===== src/bcd_pkg.sv =====
package bcd_pkg;

  // Binary sample width
  localparam int bin_width = 16;

  // Decimal digits needed for the largest 16-bit value, 65535
  localparam int bcd_digits = 5;

  // Bits per packed BCD digit
  localparam int digit_width = 4;

  // Packed BCD result, one nibble per digit
  localparam int bcd_width = bcd_digits * digit_width;

  // Sequence tag, wraps at 256
  localparam int tag_width = 8;

  // Pipeline depth and the rounds each stage does
  localparam int num_stages = 4;
  localparam int rounds_per_stage = 4;

  // Egress queue slots, also the producer's starting credit count
  localparam int queue_depth = 4;
  localparam int queue_ptr_width = $clog2(queue_depth);

  // Downstream credit counter width, saturates at all ones
  localparam int credit_width = 16;

  // Double-dabble working word: digit field above the binary field
  localparam int scratch_width = bcd_width + bin_width;

  // Word handed from stage to stage, valid rides along
  typedef struct packed {
    logic                     valid;
    logic [tag_width-1:0]     tag;
    logic [scratch_width-1:0] scratch;
  } scratch_t;

  // Queued and delivered result
  typedef struct packed {
    logic [tag_width-1:0] tag;
    logic [bcd_width-1:0] bcd;
  } result_t;

endpackage


===== src/bcd_ingress.sv =====
`timescale 1ns/1ns

module bcd_ingress (
  input  logic                       clk,
  input  logic                       rst,
  input  logic                       in_valid,
  input  logic [bcd_pkg::bin_width-1:0] in_data,
  output bcd_pkg::scratch_t          stage_out
);

  import bcd_pkg::*;

  // Tag for the next accepted sample
  logic [tag_width-1:0] tag_cnt;

  // Initial scratch word, digits cleared and binary in the low bits
  logic [scratch_width-1:0] init_scratch;

  assign init_scratch = {{bcd_width{1'b0}}, in_data};

  // Sequence counter, one step per accepted sample
  always_ff @(posedge clk) begin
    if (rst) begin
      tag_cnt <= '0;
    end else if (in_valid) begin
      // Natural wrap from 255 back to 0
      tag_cnt <= tag_cnt + 1'b1;
    end
  end

  // Valid bit is control state
  always_ff @(posedge clk) begin
    if (rst) begin
      stage_out.valid <= 1'b0;
    end else begin
      stage_out.valid <= in_valid;
    end
  end

  // Payload only loads on an accepted sample
  always_ff @(posedge clk) begin
    if (in_valid) begin
      stage_out.tag     <= tag_cnt;
      stage_out.scratch <= init_scratch;
    end
  end

endmodule


===== src/dabble_stage.sv =====
`timescale 1ns/1ns

module dabble_stage (
  input  logic              clk,
  input  logic              rst,
  input  bcd_pkg::scratch_t stage_in,
  output bcd_pkg::scratch_t stage_out
);

  import bcd_pkg::*;

  // Scratch word before each round, last entry is the stage result
  logic [scratch_width-1:0] round_word [rounds_per_stage+1];

  assign round_word[0] = stage_in.scratch;

  for (genvar r = 0; r < rounds_per_stage; r++) begin : g_round
    // Word after the add-three step of this round
    logic [scratch_width-1:0] adjusted;

    for (genvar d = 0; d < bcd_digits; d++) begin : g_digit
      logic [digit_width-1:0] digit;

      // Pick digit d out of the BCD field
      assign digit = round_word[r][bin_width + digit_width*d +: digit_width];

      // Five or more would pass ten after the shift, so correct it now
      assign adjusted[bin_width + digit_width*d +: digit_width] =
        (digit >= 4'd5) ? digit + 4'd3 : digit;
    end

    // Binary field is untouched by the correction
    assign adjusted[bin_width-1:0] = round_word[r][bin_width-1:0];

    // Shift one binary bit up into the digit field
    // The top bit drops off, it is always zero for 16-bit input
    assign round_word[r+1] = {adjusted[scratch_width-2:0], 1'b0};
  end

  // Stage register, valid cleared on reset
  always_ff @(posedge clk) begin
    if (rst) begin
      stage_out.valid <= 1'b0;
    end else begin
      stage_out.valid <= stage_in.valid;
    end
  end

  // Tag and scratch follow the data, no reset needed
  always_ff @(posedge clk) begin
    if (stage_in.valid) begin
      stage_out.tag     <= stage_in.tag;
      stage_out.scratch <= round_word[rounds_per_stage];
    end
  end

endmodule


===== src/bcd_egress.sv =====
`timescale 1ns/1ns

module bcd_egress (
  input  logic              clk,
  input  logic              rst,
  input  bcd_pkg::scratch_t stage_in,
  input  logic              out_credit,
  output logic              out_valid,
  output bcd_pkg::result_t  out_data,
  output logic              in_credit
);

  import bcd_pkg::*;

  // Result queue storage
  result_t queue_mem [queue_depth];

  // Queue pointers, depth is a power of two so they wrap on their own
  logic [queue_ptr_width-1:0] wr_ptr;
  logic [queue_ptr_width-1:0] rd_ptr;

  // Entries held, needs one bit more than the pointers
  logic [queue_ptr_width:0] count;

  // Credits granted by the consumer and not yet used
  logic [credit_width-1:0] credit_cnt;

  logic    push;
  logic    pop;
  logic    empty;
  result_t push_data;

  // Last stage result enters the queue unconditionally
  // Upstream credits keep the queue from overflowing
  assign push = stage_in.valid;

  // Digit field sits above the now-empty binary field
  assign push_data.tag = stage_in.tag;
  assign push_data.bcd = stage_in.scratch[bin_width +: bcd_width];

  assign empty = (count == '0);

  // Send one result when data and a credit are both present
  assign pop = !empty && (credit_cnt != '0);

  // Queue write, storage has no reset
  always_ff @(posedge clk) begin
    if (push) begin
      queue_mem[wr_ptr] <= push_data;
    end
  end

  // Pointer and occupancy tracking
  always_ff @(posedge clk) begin
    if (rst) begin
      wr_ptr <= '0;
      rd_ptr <= '0;
      count  <= '0;
    end else begin
      if (push) begin
        wr_ptr <= wr_ptr + 1'b1;
      end
      if (pop) begin
        rd_ptr <= rd_ptr + 1'b1;
      end
      // Simultaneous push and pop leaves count unchanged
      case ({push, pop})
        2'b10:   count <= count + 1'b1;
        2'b01:   count <= count - 1'b1;
        default: count <= count;
      endcase
    end
  end

  // Downstream credit counter
  always_ff @(posedge clk) begin
    if (rst) begin
      credit_cnt <= '0;
    end else begin
      case ({out_credit, pop})
        2'b10: begin
          // Hold at the top rather than wrap to zero
          if (credit_cnt != '1) begin
            credit_cnt <= credit_cnt + 1'b1;
          end
        end
        2'b01:   credit_cnt <= credit_cnt - 1'b1;
        default: credit_cnt <= credit_cnt;
      endcase
    end
  end

  // Output strobe and upstream credit return
  always_ff @(posedge clk) begin
    if (rst) begin
      out_valid <= 1'b0;
      in_credit <= 1'b0;
    end else begin
      out_valid <= pop;
      // Slot is free again one cycle after the result leaves
      in_credit <= out_valid;
    end
  end

  // Output data register, loads only on a pop
  always_ff @(posedge clk) begin
    if (pop) begin
      out_data <= queue_mem[rd_ptr];
    end
  end

endmodule


===== src/bcd_pipeline_top.sv =====
`timescale 1ns/1ns

module bcd_pipeline_top (
  input  logic                          clk,
  input  logic                          rst,
  input  logic                          in_valid,
  input  logic [bcd_pkg::bin_width-1:0] in_data,
  output logic                          in_credit,
  input  logic                          out_credit,
  output logic                          out_valid,
  output bcd_pkg::result_t              out_data
);

  import bcd_pkg::*;

  // Entry 0 from ingress, entry k+1 from stage k, last one into egress
  scratch_t stage_bus [num_stages+1];

  // Sample register and tag
  bcd_ingress u_bcd_ingress (
    .clk       (clk),
    .rst       (rst),
    .in_valid  (in_valid),
    .in_data   (in_data),
    .stage_out (stage_bus[0])
  );

  // Four rounds per stage, sixteen in total
  for (genvar k = 0; k < num_stages; k++) begin : g_stage
    dabble_stage u_dabble_stage (
      .clk       (clk),
      .rst       (rst),
      .stage_in  (stage_bus[k]),
      .stage_out (stage_bus[k+1])
    );
  end

  // Queue, consumer credits and producer credit return
  bcd_egress u_bcd_egress (
    .clk        (clk),
    .rst        (rst),
    .stage_in   (stage_bus[num_stages]),
    .out_credit (out_credit),
    .out_valid  (out_valid),
    .out_data   (out_data),
    .in_credit  (in_credit)
  );

endmodule


===== config.mk =====
export PLATFORM = sky130hd
export DESIGN_NAME = bcd_pipeline_top
export DESIGN_NICKNAME = d
export VERILOG_FILES = /design/src/bcd_pkg.sv /design/src/bcd_ingress.sv /design/src/dabble_stage.sv /design/src/bcd_egress.sv /design/src/bcd_pipeline_top.sv
export SDC_FILE = /design/constraint.sdc
export NUM_CORES = 1
export LEC_CHECK = 0
export ABC_AREA = 1
export BUFFER_PORTS_ARGS = -buffer_cell sky130_fd_sc_hd__buf_2
export CORE_UTILIZATION = 60
export CTS_CLUSTER_DIAMETER = 40
export CTS_CLUSTER_SIZE = 20
export DETAILED_ROUTE_END_ITERATION = 8
export GPL_TIMING_DRIVEN = 0
export PLACE_DENSITY = 0.82
export SYNTH_ARGS = -nofsm -noshare
export SYNTH_HDL_FRONTEND = slang
export SYNTH_HIERARCHICAL = 1
export SYNTH_SLANG_ARGS = --single-unit

===== constraint.sdc =====
create_clock -name clk -period 7.5 [get_ports clk]
set_input_delay 1.5 -clock clk [delete_from_list [all_inputs] [get_ports clk]]
set_output_delay 1.5 -clock clk [all_outputs]
set_load 0.05 [all_outputs]

== Word level (Yosys, flattened, before mapping) ==
Memory sizes are Yosys's and may differ from the RTL's. A register that Yosys moved wholly into a read port is not among the register bits.
Cells that the tools add are included.

* Reduce and logical (&&, ||, !) cells: 7
* Add/subtract/negate cells: 72
* Order comparisons: 65
* Equal/unequal tests: 6
* Mux-type cells: 70

{| class="wikitable"
|+ Operators with widths
! cell !! number
|-
| $ge A4 B3 Y1 const B || 60
|-
| $mux W4 || 53
|-
| $add A4 B2 Y4 const B || 50
|-
| $mux W3 || 11
|-
| $pmux W16 S2 || 1
|-
| $add A3 B2 Y3 const B || 10
|-
| $add A16 B1 Y16 const B || 1
|-
| $mux W16 || 1
|-
| $ne A16 B16 Y1 const B || 1
|-
| $reduce_bool A16 Y1 || 1
|-
| $sub A16 B1 Y16 const B || 1
|-
| $add A1 B2 Y3 const B || 4
|-
| $ge A1 B3 Y1 const B || 4
|-
| $add A8 B1 Y8 const B || 1
|-
| $pmux W3 S2 || 1
|-
| $add A2 B1 Y2 const B || 2
|-
| $eq A2 B1 Y1 const B || 2
|-
| $eq A2 B2 Y1 const B || 2
|-
| $reduce_bool A2 Y1 || 2
|-
| $add A1 B2 Y3 const AB || 1
|-
| $add A3 B1 Y3 const B || 1
|-
| $ge A1 B3 Y1 const AB || 1
|-
| $logic_not A3 Y1 || 1
|-
| $mux W1 || 3
|-
| other kinds (5) || 5
|}

* Logic and storage cells: 244
* Register bits: 190
* Input port bits: 20
* Memories: 1
* Memory bits (writable): 112

{| class="wikitable"
|+ Memories
! name !! words !! bits a word !! rd ports !! clocked after Yosys merged registers in !! write ports !! RTL line !! RTL
|-
| u_bcd_egress.queue_mem || 4 || 28 || 1 || 1 || 1 || bcd_egress.sv:16 || <nowiki>result_t queue_mem [queue_depth];</nowiki>
|}

== Longest topological paths before layout ==
* Depth after elaboration: 8
* Depth in mapped cells: 28

== Cells and area by module ==
Netlist, hierarchy kept.

{| class="wikitable"
|+ Modules (own cells, without submodules)
! module !! cells an instance !! area each (um^2) !! sequential area each (um^2) !! instances
|-
| dabble_stage || 432 || 3375.7 || 1221.2 || 4
|-
| bcd_egress || 606 || 6969.2 || 4704.5 || 1
|-
| bcd_ingress || 96 || 1262.5 || 900.9 || 1
|}

== Worst setup path after synthesis ==
No wires, ideal clock.

* Path type: register -> register
* From: register g_stage[0].u_dabble_stage/stage_out[32] (netlist name)
* To: register g_stage[1].u_dabble_stage/stage_out[34] (netlist name), data pin
* Path buffers: 0
* Stages on the path, launching flop included: 26
* Arrival: 3.061 ns
* Slack: 4.186 ns
* Required time: 7.247 ns
* Period minus slack after synthesis: 3.314 ns
* Cells stage by stage: edfxtp_1 > inv_1 > ha_1 > inv_1 > nand2_1 > nand3_1 > xor2_2 > ha_1 > nand3_1 > nand2_1 > inv_1 > nand2_1 > nand2_1 > nand2_1 > ha_1 > nand3b_1 > nand2_1 > nand2_1 > xor2_1 > inv_1 > ha_1 > or2_2 > nand3_1 > nand2_1 > nand2_1 > nand2_1

{| class="wikitable"
|+ RTL lines
! element !! RTL line !! RTL
|-
| end: declaration || dabble_stage.sv:7 || <nowiki>output bcd_pkg::scratch_t stage_out</nowiki>
|}

==> results.py <==
metrics = {
    "routing": {
        "vias": 16070,
        "drcViolationCount": 0,
        "routed_wl_mm": 39.67,
        "dr.pass1.iters": 6,
        "routed_via_density": 5.395,
        "antenna_left": 0,
        "drt_iter0_markers": 1029,
        "wl_per_cell_um": 13.32,
    },
    "pwr": {
        "p_int_mw": 5.737,
        "powerDensity_nw_per_um2": 461.5,
        "leakagePower_nw": 11.28,
        "netSwitchingPower_mw": 5.004,
        "switching_share_pct": 46.59,
        "combPwrFrac_pct": 55.2,
        "peakVddDrop_uv": 294.3,
        "p_clk_share_pct": 19.4,
        "seqPwrFrac_pct": 25.3,
    },
    "global_routing": {
        "grt_pass1_vias": 15680,
        "overflow": 0,
        "grt_start_max_net_pins": 35,
        "grtUsageTotal_pct": 22.80,
        "grt_antenna_before_repair": 0,
        "grt_pass1_wl_mm": 67.90,
    },
    "die": {
        "die_x_um": 188.5,
        "dieHeight_um": 188.5,
        "io_pins": 50,
        "num_rows": 67,
        "core-area_um2": 33870,
        "start_util_pct": 61.65,
        "dieArea_um2": 35550,
    },
    "setup_path": {
        "required_ns": 7.79,
        "crit_fanout": 5,
        "worstSetupPathType": "flop to flop",
        "startpoint_type": "flop",
        "rr_worst_depth": 26,
        "cp.arrival_ns": 4.12,
        "worstSetupEndpointType": "flop",
        "r2r-end": "g_stage[1].u_dabble_stage/stage_out[34]",
        "r2r-start": "g_stage[0].u_dabble_stage/stage_out[28]",
        "r2r_slack_ns": 3.67,
    },
    "clock_network": {
        "cts-resized-gates": 0,
        "holdBufCountCts": 0,
        "post-cts-setup-buffer-count": 0,
        "cts_tree": "done",
        "cts_made_buffers": 41,
        "ctsHtreeMaxLevel": 2,
        "root_buffer": "clkbuf_16",
        "cts.sinks": 338,
        "cts_max_path_buffers": 3,
        "insertion_delay_ns": 0.56,
        "cts.clk_slew.worst_paths_ns": 0.07,
    },
    "sta": {
        "holdWs_ns": 0.4067,
        "hold_viol": 0,
        "finalClockSkew_ns": 0.02500,
        "finalSetupTns_ns": 0,
        "worst_slew_pin_slew_ns": 1.295,
        "rsz0062_at_grt": "no",
        "fin_crit_sh_pct": 51.07,
        "finalMaxSlewViolations": 0,
        "setup_viol": 0,
        "final.min_clock_period_ns": 3.831,
        "max_freq_mhz": 261.1,
        "slew_headroom_pct": 13.60,
    },
    "place": {
        "routabilityCongestion": 0.8284,
        "portBuffers": 49,
        "post-dp-hpwl_mm": 27.70,
    },
    "hold_path": {
        "hold_depth": 0,
        "hold_path.startpoint": "g_stage[1].u_dabble_stage/stage_out[37]",
        "min_path_type": "flop to flop",
        "hold_path_end": "g_stage[2].u_dabble_stage/stage_out[37]",
    },
    "synth": {
        "synth_warnings": 6,
        "syn-instance-count": 2386,
        "avgSynthCellArea_um2": 8.751,
        "netlist_area_um2": 20880,
    },
    "final_layout": {
        "drive_above_1_share_pct": 18.29,
        "area_growth_pct": 11.48,
        "antennaDiodeCount": 0,
        "nets": 2617,
    },
    "outcome": {
        "status": "completed",
    },
    "run": {
        "cap_violations": 0,
    },
}
## routing by layer
layer  vias to the layer above  GRT usage, %  routed length, µm
met3                        91         3.278               2100
met1                      7399         25.75              16140
met5                         -             0                  0
met2                       488         43.28              20430
li1                       8095             -                  -
met4                         0         8.096                994
## final cells by class
| type | count | area (µm²) |
|---|---|---|
| sequential | 338 | 9773 |
| fill | 2453 | 10590 |
| tap | 448 | 560.5 |
| multi-input combinational | 1654 | 9523 |
| inverter | 371 | 1398 |
| timing repair buffer | 51 | 285.3 |
| clock buffer | 42 | 1051 |
| clock inverter | 33 | 424.2 |
| buffer | 42 | 260.3 |
## power groups by stage
| stage | clock, mW | combinational (mW) | sequential (mW) |
|---|---|---|---|
| CTS | 2.13 | 5.84 | 2.72 |
| detailed placement | 0 | 5.77 | 2.76 |
| global route | 2.19 | 6.69 | 2.75 |
| global placement | 0 | 5.45 | 2.75 |
| floorplan | 0 | 4.51 | 3.04 |
| finish | 2.09 | 5.93 | 2.72 |
## registers in the layout, indices dropped and copies added, names as in the netlist
signal,flops
u_bcd_egress/in_credit,1
u_bcd_egress/rd_ptr,2
u_bcd_egress/queue_mem,112
u_bcd_egress/count,3
u_bcd_egress/wr_ptr,2
g_stage.u_dabble_stage/stage_out,140
u_bcd_egress/out_data,28
u_bcd_ingress/stage_out,25
u_bcd_ingress/tag_cnt,8
u_bcd_egress/out_valid,1
u_bcd_egress/credit_cnt,16
## layout by cell type (no fill, tap or decap), types with 51 or more instances in the layout
cell type / n
nand3_1: 177
edfxtp_1: 300
nand4_1: 64
o21ai_0: 107
nand2_2: 118
ha_1: 96
nand2_1: 607
inv_1: 337
nor2_1: 138
buf_2: 51
## how the worst max path moves through the flow
| stage | start | cells after the start | slack (ns) | end |
|---|---|---|---|---|
| 2_1_floorplan | g_stage[0].u_dabble_stage/stage_out[32] | 25 | 4.19 | g_stage[1].u_dabble_stage/stage_out[34] |
| 3_3_place_gp | out_credit | 13 | 3.81 | u_bcd_egress/credit_cnt[14] |
| 3_5_place_dp | g_stage[0].u_dabble_stage/stage_out[28] | 26 | 3.70 | g_stage[1].u_dabble_stage/stage_out[34] |
| 4_1_cts | g_stage[0].u_dabble_stage/stage_out[28] | 26 | 3.66 | g_stage[1].u_dabble_stage/stage_out[34] |
| 5_1_grt | g_stage[0].u_dabble_stage/stage_out[28] | 26 | 3.24 | g_stage[1].u_dabble_stage/stage_out[34] |
| 6_report | g_stage[0].u_dabble_stage/stage_out[28] | 26 | 3.67 | g_stage[1].u_dabble_stage/stage_out[34] |
## through the flow
stage	instances	setup slack, ns	area [µm²]	util (%)	total power [mW]
finish	2979	3.669	23270	68.72	10.74
global route	2979	3.242	23270	68.72	11.64
CTS	2979	3.659	23270	68.72	10.68
detailed placement	2904	3.696	21800	64.36	8.526
global placement	2902	3.812	21760	64.24	8.206
floorplan	2405	4.186	20950	-	7.545
## worst max-delay path: stages (launching register included)
cell      delay, ns
edfxtp_1       0.44
inv_1          0.11
ha_1           0.17
inv_1          0.04
nand2_1        0.11
nand3_1        0.13
nand3_1        0.18
inv_1          0.08
ha_1           0.18
nand3_1        0.08
nand2_1        0.07
inv_1          0.08
nand2_1        0.10
nand2_1        0.07
nand2_1        0.10
ha_1           0.19
nand3b_1       0.14
nand2_1        0.08
nand2_1        0.08
xor2_1         0.20
inv_1          0.10
ha_1           0.20
or2_2          0.30
nand3_1        0.13
nand2_1        0.08
nand2_1        0.08
nand2_1        0.05
Power figures use the tool's default switching activity.
